[config.mk]
export PLATFORM = sky130hd
export DESIGN_NAME = eth_loopback_top
export DESIGN_NICKNAME = d
export VERILOG_FILES = /design/src/eth_pkg.sv /design/src/eth_loopback_top.sv /design/src/packet_check.sv /design/src/packet_gen.sv /design/src/pcs_rx.sv /design/src/pcs_tx.sv /design/src/scrambler.sv
export SDC_FILE = /design/constraint.sdc
export NUM_CORES = 1
export LEC_CHECK = 0
export ABC_CLOCK_PERIOD_IN_PS = 4200
export BUFFER_PORTS_ARGS = -buffer_cell sky130_fd_sc_hd__buf_4
export CORE_UTILIZATION = 35
export DETAILED_ROUTE_END_ITERATION = 8
export GPL_TIMING_DRIVEN = 0
export PLACE_DENSITY = 0.65
export REMOVE_ABC_BUFFERS = 1
export SLEW_MARGIN = 20
export SYNTH_ARGS = -nofsm -noshare
export SYNTH_HDL_FRONTEND = slang
export SYNTH_SLANG_ARGS = --single-unit
[constraint.sdc]
create_clock -name init_clk -period 4.2 [get_ports init_clk]
set_clock_uncertainty 0.15 [all_clocks]
set_input_delay 0.21 -clock init_clk [delete_from_list [all_inputs] [get_ports init_clk]]
set_output_delay 0.21 -clock init_clk [all_outputs]
set_load 0.01 [all_outputs]
[src/eth_pkg.sv]
`default_nettype none

package eth_pkg;

    localparam int LEN_W = 16;  // packet index and length
    localparam int PAT_W = 48;  // pattern above the index

    // 64b/66b sync headers
    localparam logic [1:0] HDR_DATA = 2'b01;
    localparam logic [1:0] HDR_CTRL = 2'b10;

    // control block types, low payload byte
    localparam logic [7:0] CTRL_IDLE = 8'h1e;
    localparam logic [7:0] CTRL_TERM = 8'h87;

    // one transmit beat
    typedef struct packed {
        logic [63:0] data;
        logic        last;
    } beat_t;

    // one received beat, user marks a decode error
    typedef struct packed {
        logic [63:0] data;
        logic        last;
        logic        user;
    } rx_beat_t;

    // one 66-bit line block
    typedef struct packed {
        logic [1:0]  header;
        logic [63:0] payload;
    } block_t;

    // checker counters
    typedef struct packed {
        logic [31:0] frames;
        logic [31:0] errors;
    } status_t;

    localparam block_t IDLE_BLOCK = '{header: HDR_CTRL, payload: {56'h0, CTRL_IDLE}};
    localparam block_t TERM_BLOCK = '{header: HDR_CTRL, payload: {56'h0, CTRL_TERM}};

endpackage

`default_nettype wire

[src/eth_loopback_top.sv]
`timescale 1ns/1ps
`default_nettype none

module eth_loopback_top import eth_pkg::*; #(
    parameter bit SCRAMBLER_BYPASS = 1'b0
) (
    input  wire             init_clk,
    input  wire             vio_reset_out,
    input  wire [LEN_W-1:0] packet_length,
    input  wire [PAT_W-1:0] pattern,
    output wire block_t     tx_block,
    input  wire block_t     rx_block,
    output wire rx_beat_t   rx_beat,
    output wire             rx_valid,
    output wire [31:0]      frame_count,
    output wire [31:0]      error_count
);

    logic   tvalid;
    logic   tready;
    beat_t  gen_beat;   // generator to encoder
    block_t enc_block;  // encoder to scrambler
    block_t dsc_block;  // descrambler to decoder

    packet_gen #(
        .LEN_W(LEN_W)
    ) u_packet_gen (
        .init_clk     (init_clk),
        .vio_reset_out(vio_reset_out),
        .packet_length(packet_length),
        .pattern      (pattern),
        .tready       (tready),
        .tvalid       (tvalid),
        .beat         (gen_beat)
    );

    pcs_tx u_pcs_tx (
        .init_clk     (init_clk),
        .vio_reset_out(vio_reset_out),
        .tvalid       (tvalid),
        .beat         (gen_beat),
        .tready       (tready),
        .block        (enc_block)
    );

    scrambler #(
        .DESCRAMBLE(1'b0),
        .BYPASS    (SCRAMBLER_BYPASS)
    ) u_tx_scrambler (
        .init_clk     (init_clk),
        .vio_reset_out(vio_reset_out),
        .block_in     (enc_block),
        .block_out    (tx_block)
    );

    // loop closes outside, rx_block comes back from the line
    scrambler #(
        .DESCRAMBLE(1'b1),
        .BYPASS    (SCRAMBLER_BYPASS)
    ) u_rx_descrambler (
        .init_clk     (init_clk),
        .vio_reset_out(vio_reset_out),
        .block_in     (rx_block),
        .block_out    (dsc_block)
    );

    pcs_rx u_pcs_rx (
        .init_clk     (init_clk),
        .vio_reset_out(vio_reset_out),
        .block        (dsc_block),
        .rx_beat      (rx_beat),
        .rx_valid     (rx_valid)
    );

    packet_check u_packet_check (
        .init_clk     (init_clk),
        .vio_reset_out(vio_reset_out),
        .packet_length(packet_length),
        .pattern      (pattern),
        .rx_beat      (rx_beat),
        .rx_valid     (rx_valid),
        .frame_count  (frame_count),
        .error_count  (error_count)
    );

endmodule

`default_nettype wire

[src/packet_check.sv]
`timescale 1ns/1ps
`default_nettype none

module packet_check import eth_pkg::*; (
    input  wire              init_clk,
    input  wire              vio_reset_out,
    input  wire  [LEN_W-1:0] packet_length,
    input  wire  [PAT_W-1:0] pattern,
    input  wire  rx_beat_t   rx_beat,
    input  wire              rx_valid,
    output logic [31:0]      frame_count,
    output logic [31:0]      error_count
);

    status_t          stat;
    logic [LEN_W-1:0] exp_idx;   // index the next beat should carry
    logic             exp_last;  // next beat should close the packet
    logic             idx_bad;
    logic             pat_bad;
    logic             beat_bad;

    assign exp_last = (exp_idx == packet_length);
    assign idx_bad  = (rx_beat.data[LEN_W-1:0] != exp_idx);
    assign pat_bad  = (rx_beat.data[63:LEN_W] != pattern);

    // any single mismatch marks the whole beat
    assign beat_bad = rx_beat.user || idx_bad || pat_bad || (rx_beat.last != exp_last);

    always_ff @(posedge init_clk) begin
        if (vio_reset_out) begin
            stat    <= '0;
            exp_idx <= '0;
        end else if (rx_valid) begin
            if (beat_bad) begin
                stat.errors <= stat.errors + 1'b1;
            end
            if (rx_beat.last) begin
                stat.frames <= stat.frames + 1'b1;
            end

            // realign on a received last, even a misplaced one
            if (rx_beat.last || exp_last) begin
                exp_idx <= '0;
            end else begin
                exp_idx <= exp_idx + 1'b1;
            end
        end
    end

    assign frame_count = stat.frames;
    assign error_count = stat.errors;

endmodule

`default_nettype wire

[src/packet_gen.sv]
`timescale 1ns/1ps
`default_nettype none

module packet_gen import eth_pkg::*; #(
    parameter int LEN_W = eth_pkg::LEN_W
) (
    input  wire              init_clk,
    input  wire              vio_reset_out,
    input  wire  [LEN_W-1:0] packet_length,
    input  wire  [PAT_W-1:0] pattern,
    input  wire              tready,
    output logic             tvalid,
    output beat_t            beat
);

    logic [LEN_W-1:0] idx;       // position within the packet
    logic             idx_end;   // final beat of the packet

    assign idx_end = (idx == packet_length);

    // index only moves while the encoder takes beats
    always_ff @(posedge init_clk) begin
        if (vio_reset_out) begin
            idx    <= '0;
            tvalid <= 1'b0;
        end else begin
            tvalid <= 1'b1;  // always something to send once running
            if (tready) begin
                if (idx_end) begin
                    idx <= '0;  // wrap for next packet
                end else begin
                    idx <= idx + 1'b1;
                end
            end
        end
    end

    // pattern sits above the index, index in the low bits
    assign beat.data = {pattern, idx};
    assign beat.last = idx_end;

endmodule

`default_nettype wire

[src/pcs_rx.sv]
`timescale 1ns/1ps
`default_nettype none

module pcs_rx import eth_pkg::*; (
    input  wire         init_clk,
    input  wire         vio_reset_out,
    input  wire block_t block,
    output rx_beat_t    rx_beat,
    output logic        rx_valid
);

    logic in_data;   // data header
    logic in_ctrl;   // control header
    logic in_term;   // terminate block
    logic in_idle;   // idle block
    logic in_bad;    // bad header or unknown control type

    logic        held_valid;  // a beat waits for its follower
    logic        held_bad;    // held block came in with a bad header
    logic [63:0] held_data;

    assign in_data = (block.header == HDR_DATA);
    assign in_ctrl = (block.header == HDR_CTRL);
    assign in_term = in_ctrl && (block.payload[7:0] == CTRL_TERM);
    assign in_idle = in_ctrl && (block.payload[7:0] == CTRL_IDLE);

    // 00 and 11 headers are never legal
    assign in_bad = !(in_data || in_ctrl) || (in_ctrl && !in_term && !in_idle);

    // anything not a control block is kept as a beat
    always_ff @(posedge init_clk) begin
        if (vio_reset_out) begin
            held_valid <= 1'b0;
            rx_valid   <= 1'b0;
        end else begin
            rx_valid   <= held_valid;  // release on every following block
            held_valid <= !in_ctrl;
        end
    end

    // payload side
    always_ff @(posedge init_clk) begin
        held_data <= block.payload;
        held_bad  <= !in_data;  // only read when held_valid

        // follower decides last, either block can flag an error
        rx_beat.data <= held_data;
        rx_beat.last <= in_term;
        rx_beat.user <= held_bad || in_bad;
    end

endmodule

`default_nettype wire

[src/pcs_tx.sv]
`timescale 1ns/1ps
`default_nettype none

module pcs_tx import eth_pkg::*; (
    input  wire        init_clk,
    input  wire        vio_reset_out,
    input  wire        tvalid,
    input  wire beat_t beat,
    output logic       tready,
    output block_t     block
);

    logic accept;        // beat handed over this cycle
    logic end_of_frame;  // accepted beat closes the packet
    logic term_pending;  // terminate owed to the line

    assign accept       = tvalid && tready;
    assign end_of_frame = accept && beat.last;

    // ready drops for exactly the cycle the terminate is loaded
    always_ff @(posedge init_clk) begin
        if (vio_reset_out) begin
            tready       <= 1'b0;
            term_pending <= 1'b0;
        end else begin
            tready       <= !end_of_frame;
            term_pending <= end_of_frame;
        end
    end

    // one block per cycle
    // data takes priority, then terminate, otherwise idle fill
    always_ff @(posedge init_clk) begin
        if (vio_reset_out) begin
            block <= IDLE_BLOCK;
        end else if (accept) begin
            block.header  <= HDR_DATA;
            block.payload <= beat.data;
        end else if (term_pending) begin
            block <= TERM_BLOCK;  // closes the frame on the line
        end else begin
            block <= IDLE_BLOCK;  // nothing to send
        end
    end

endmodule

`default_nettype wire

[src/scrambler.sv]
`timescale 1ns/1ps
`default_nettype none

module scrambler import eth_pkg::*; #(
    parameter bit DESCRAMBLE = 1'b0,
    parameter bit BYPASS     = 1'b0
) (
    input  wire         init_clk,
    input  wire         vio_reset_out,
    input  wire block_t block_in,
    output block_t      block_out
);

    logic [57:0] state;       // last 58 line bits, bit 57 newest
    logic [63:0] mixed;       // scrambled or descrambled payload
    logic [57:0] state_next;

    // 1 + x^39 + x^58, bit 0 goes first on the line
    always_comb begin
        logic [121:0] line;  // history in 57:0, current word above
        line = {block_in.payload, state};
        for (int i = 0; i < 64; i++) begin
            mixed[i] = block_in.payload[i] ^ line[i + 19] ^ line[i];
            if (!DESCRAMBLE) begin
                line[58 + i] = mixed[i];  // feedback taps see scrambled bits
            end
        end
        state_next = line[121:64];
    end

    always_ff @(posedge init_clk) begin
        if (vio_reset_out) begin
            state     <= '0;
            block_out <= IDLE_BLOCK;
        end else begin
            state             <= state_next;
            block_out.header  <= block_in.header;  // header never scrambled
            block_out.payload <= BYPASS ? block_in.payload : mixed;
        end
    end

endmodule

`default_nettype wire

== Yosys cells after proc, flatten, opt, wreduce, memory -nomap -nowiden ==
Index checks and enable logic that the tools add are counted.

* Bitwise gates (word level): 256
* Eq/ne operators: 9
* $add $sub $neg: 4
* Multiplexer cells: 5
* Reductions and logical operators: 21

{| class="wikitable"
|+ Operators with widths
! cell !! number
|-
| XOR 1 bit || 256
|-
| two-way mux 66 bit || 1
|-
| adder 32 x 1 -> 32 bit, second input constant || 2
|-
| != test 48 bit || 1
|-
| adder 16 x 1 -> 16 bit, second input constant || 2
|-
| == test 16 bit || 2
|-
| two-way mux 16 bit || 2
|-
| != test 16 bit || 1
|-
| == test 8 x 5 -> 1 bit, second input constant || 1
|-
| == test 8 bit, second input constant || 1
|-
| two-way mux 8 bit || 1
|-
| logical OR 1 bit || 7
|-
| logical AND 1 bit || 6
|-
| logical NOT 1 bit || 6
|-
| AND reduction 2 bit || 2
|-
| == test 2 x 1 -> 1 bit, second input constant || 1
|-
| == test 2 bit, second input constant || 1
|-
| two-way mux 1 bit || 1
|-
| != test 1 bit || 1
|}

* Bits of input ports: 132
* Word-level logic and storage cells: 317
* Output and inout bits: 197
* Register bits: 546

== Longest topological paths before layout ==
* Word-level depth: 7
* Gate-level depth with buffers: 12
* Mapped depth without buffers: 10

== Modules after synthesis ==
From an unflattened synthesis, not the netlist that was laid out.

* Cell total of the unflattened synthesis: 1,677
* Area total of the unflattened synthesis: 18,450.2 µm²

{| class="wikitable"
|+ Modules (own cells, without submodules)
! module !! seq. area each (µm²) !! cells an instance !! times used !! area an instance (µm²)
|-
| packet_check || 1,601.5 || 587 || 1 || 4,899.7
|-
| scrambler (u_rx_descrambler) || 2,482.4 || 366 || 1 || 4,484.3
|-
| scrambler (u_tx_scrambler) || 1,321.3 || 268 || 1 || 3,011.6
|-
| pcs_rx || 2,662.6 || 149 || 1 || 2,785.2
|-
| pcs_tx || 1,361.3 || 149 || 1 || 1,918.1
|-
| packet_gen || 340.3 || 158 || 1 || 1,351.3
|}

== Worst setup path after synthesis ==
OpenSTA, ideal clock, no wires.

* Path kind: register -> register
* From: register u_packet_check.exp_idx[3]
* To: register u_packet_check.stat, in the netlist u_packet_check.error_count[12]
* Library setup time: 0.123 ns
* Cell stages (with the launch flop): 13
* Data required time: 3.927 ns
* Clock period less this slack: 3.007 ns
* Path buffers: 2
* Path slack: 1.193 ns
* Arrival time: 2.734 ns
* Cell sequence: dfxtp_1 clkbuf_1 xor2_1 nor4_1 nand4_1 ha_1 nor2_1 o2111ai_1 or4_1 nor4_4 buf_4 a211oi_1 mux2_1

* Longest elaborated chain between the ends: 5
* Elaborated cells between the ends (all ways): 7
* Classes of those cells: eq/ne (3); reduce/logical (4)

{| class="wikitable"
|+ RTL lines
! element !! RTL line !! text
|-
| from (decl) || packet_check.sv:16 || <nowiki>logic [LEN_W-1:0] exp_idx;</nowiki>
|-
| from (signal assigned) || packet_check.sv:45 || <nowiki>exp_idx <= exp_idx + 1'b1;</nowiki>
|-
| != test 16 bit || packet_check.sv:23 || <nowiki>assign idx_bad = (rx_beat.data[LEN_W-1:0] != exp_idx);</nowiki>
|-
| logical OR 1 bit (2 in a row) || packet_check.sv:27 || <nowiki>assign beat_bad = rx_beat.user || idx_bad || pat_bad || (rx_beat.last != exp_last);</nowiki>
|-
| logical OR 1 bit * || packet_check.sv:27 ||
|-
| AND reduction 2 bit (no source line) * || n/a ||
|-
| to (decl) || packet_check.sv:15 || <nowiki>status_t stat;</nowiki>
|}

Every way passes the cells marked *; elsewhere a longest branch is shown, timed or not.
A chain may end at the register's enable or synchronous reset.

== Final worst setup path ==
* From: register u_packet_check.exp_idx[1]
* To: register u_packet_check.stat, in the netlist u_packet_check.error_count[24]

Same word-level chain as after synthesis.

==> flow_summary.yaml <==
timing:
  rsz0062_at_grt: "no"
  finalSetupViolations: 0
  hold_viol: 0
  finalMaxSlewViolations: 0
  finalCritPeriodShare_pct: 96.2
  period_minus_slack_ns: 4.04
  slew_headroom_pct: 49.4
  max_clock_freq_mhz: 247
  worstMarginPinSlew_ns: 0.758
  whs_ns: 0.161
  fin_tns_setup_ns: 0
placed_design:
  gp_congestion: 0.861
  hpwlAfterDp_um: 37600
  numPortBuffers: 328
  place_inst: 2590
  dpl-instance-area_sq_um: 20500
clocking:
  cts_buffers: 50
  cts_setup_buffers: 0
  cts_resized: 0
  tritoncts: "done"
  clk_latency_ns: 0.62
  clk_pin_slew_ns: 0.06
  htree_levels: 2
  hold_buffers: 138
  clock-root-buffer: "clkbuf_16"
  clockBufferDepth: 3
  clock-sinks: 488
grt:
  grt_pass1_vias: 12600
  overflow: 0
  grt_usage_pct: 19.5
  antenna_found_initial: 7
  grt_pass1_wl_um: 74100
  grt_max_degree: 131
drt:
  post_drt_wl_per_cell_um: 17.7
  viasPerCell: 4.53
  drt_drc_violations_left: 0
  route.vias.total: 12800
  drtIter0Drc: 783
  drt_pass1_iterations: 5
  ant_nets: 0
  totalWireLength_um: 50100
logic_synthesis:
  synthCells: 1651
  ys_seq_area_share_pct: 56.4
  synth_seq_cells: 488
  avgSynthCellArea_sq_um: 10.5
  syn_area_sq_um: 17300
  synth_warnings: 0
  netlist-cell-type-count: 42
finish:
  area_growth_pct: 37.1
  final_area_sq_um: 23700
  layoutNonFillerInstCount: 2828
  final_cell_mix: "dfxtp_1 (487), buf_4 (327), nor2_1 (225)"
  n_fill_cell: 4429
  nets: 2255
  final_common_cell: "dfxtp_1"
  drive_above_1_share_pct: 20.0
worst_setup_path:
  worstPathRequired_ns: 4.53
  critPathCaptureType: "flip-flop"
  crit_path_start_kind: "flip-flop"
  critPathMaxFanout: 14
  critPathKind: "reg2reg"
  cp.arrival_ns: 4.37
floorplan:
  core_sq_um: 48800
  die-height_um: 224
  io_pins: 329
  fp.dieArea_sq_um: 50400
  start_util_pct: 35.5
  rows: 81
  die_w_um: 224
min_path:
  min-delay-path-class: "reg2reg"
status:
  outcome: "finished, final reports clean"
power_and_ir_drop:
  p_per_area_nw_per_um2: 543
  total_power_w: 0.0129
  leakagePower_nw: 10.2
  irDropWorstVdd_uv: 270
run:
  max_cap_viol_count: 0
[cell type report]
type	instances	area [sq um]	area share, %
diodes	8	20.0	0.0843
clock buffers	68	1430	6.02
clock inverters	24	395	1.66
inverters	21	78.8	0.332
multi-input cells	1082	7240	30.5
flip-flops and latches	488	9770	41.1
well taps	664	831	3.50
repair buffers	473	3980	16.8
[metrics by stage]
stage | setup slack, ns | util, %
after floorplan | 0.667 | -
after global placement | -1.15 | 41.7
after detailed placement | 0.161 | 42.0
after CTS | 0.149 | 48.6
after global routing | 0.00148 | 48.6
final | 0.159 | 48.6
[worst max-delay path: stages (launching register included)]
cell and delay, ns:
dfxtp_1 0.53, xor2_1 0.11, nor4_1 0.31, nand4_1 0.18
ha_1 0.30, nor2_1 0.20, o2111ai_1 0.15, or4_1 0.56
nor4_4 0.59, buf_6 0.26, buf_6 0.17, a21oi_1 0.08
mux2_1 0.32
[cell usage after synthesis]
cell type	instances	area, sq um
buf_1	8	30.0
o221ai_1	1	8.76
nand3_1	33	165
or4_1	1	7.51
nand4_1	35	219
xor2_1	208	1820
inv_2	2	7.51
o21ai_1	1	5.00
or2_2	2	12.5
a31oi_1	1	6.26
dfxtp_1	488	9770
ha_1	7	87.6
o22ai_1	4	25.0
or3_1	11	68.8
nor4_2	2	25.0
xnor2_1	186	1630
nor2b_1	95	594
inv_1	19	71.3
nor2_1	226	848
mux2i_1	3	30.0
and4_1	7	61.3
a221oi_1	1	8.76
and3_1	18	113
a221o_1	1	10.0
o2111ai_1	2	17.5
a21oi_1	37	185
a211o_1	1	8.76
a2111oi_0	1	8.76
nor4_1	16	100
a211oi_1	3	22.5
clkbuf_1	44	165
nor4_4	2	42.5
o21ai_0	9	45.0
buf_4	4	30.0
or4_4	1	11.3
buf_2	4	20.0
nor4bb_1	1	10.0
nand2_1	60	225
nor3_1	8	40.0
nand2b_1	6	37.5
mux2_1	31	349
and2_1	61	382
[sequential cells by signal (all words and copies together), names as in the netlist]
register,count
u_pcs_rx.rx_beat,66
u_pcs_tx.block,66
u_rx_descrambler.block_out,66
u_pcs_rx.held_data,64
u_rx_descrambler.state,58
u_tx_scrambler.state,58
u_packet_check.error_count,32
u_packet_check.frame_count,32
u_packet_check.exp_idx,16
u_packet_gen.idx,16
u_tx_scrambler.block_out,8
u_packet_gen.tvalid,1
u_pcs_rx.held_bad,1
u_pcs_rx.held_valid,1
u_pcs_rx.rx_valid,1
u_pcs_tx.term_pending,1
u_pcs_tx.tready,1
[worst paths after layout]
check / from / to / slack, ns / depth (start not counted)
max: u_packet_check.exp_idx[1] / u_packet_check.error_count[24] / 0.16 / 12
min: u_pcs_rx.held_data[20] / u_pcs_rx.rx_beat[22] / 0.16 / 0
max reg2reg: u_packet_check.exp_idx[1] / u_packet_check.error_count[24] / 0.16 / 12
min reg2reg: u_pcs_rx.held_data[20] / u_pcs_rx.rx_beat[22] / 0.16 / 0
[cells by family (layout without fill, tap and decap cells)]
family	after synthesis	count (layout)	share of synthesized area (%)
AND/OR/NAND/NOR	585	585	17.1
flip-flops	488	488	56.4
XOR/XNOR	394	394	19.9
buffers and inverters	81	586	1.87
AO/OA/AOI/OAI	62	62	2.03
multiplexers	34	34	2.19
adder cells (fa/ha/maj)	7	7	0.506
other	0	8	0
[power breakdown]
part	internal [W]	total, W	leakage (nW)	switching, W
clock network	0.00290	0.00482	0.887	0.00192
registers	0.00516	0.00564	4.02	0.000474
logic	0.00129	0.00243	5.29	0.00114
total	0.00936	0.0129	10.2	0.00353
[per-layer routing]
metal  wire length, um  up-vias  global-route usage (%)
met2             24500      336                    33.0
met3              2190       95                    2.97
li1                  -     6244                       -
met4              1920        0                    9.44
met5                 0        -                       0
met1             21400     6131                    24.1
Power figures use the tool's default switching activity.
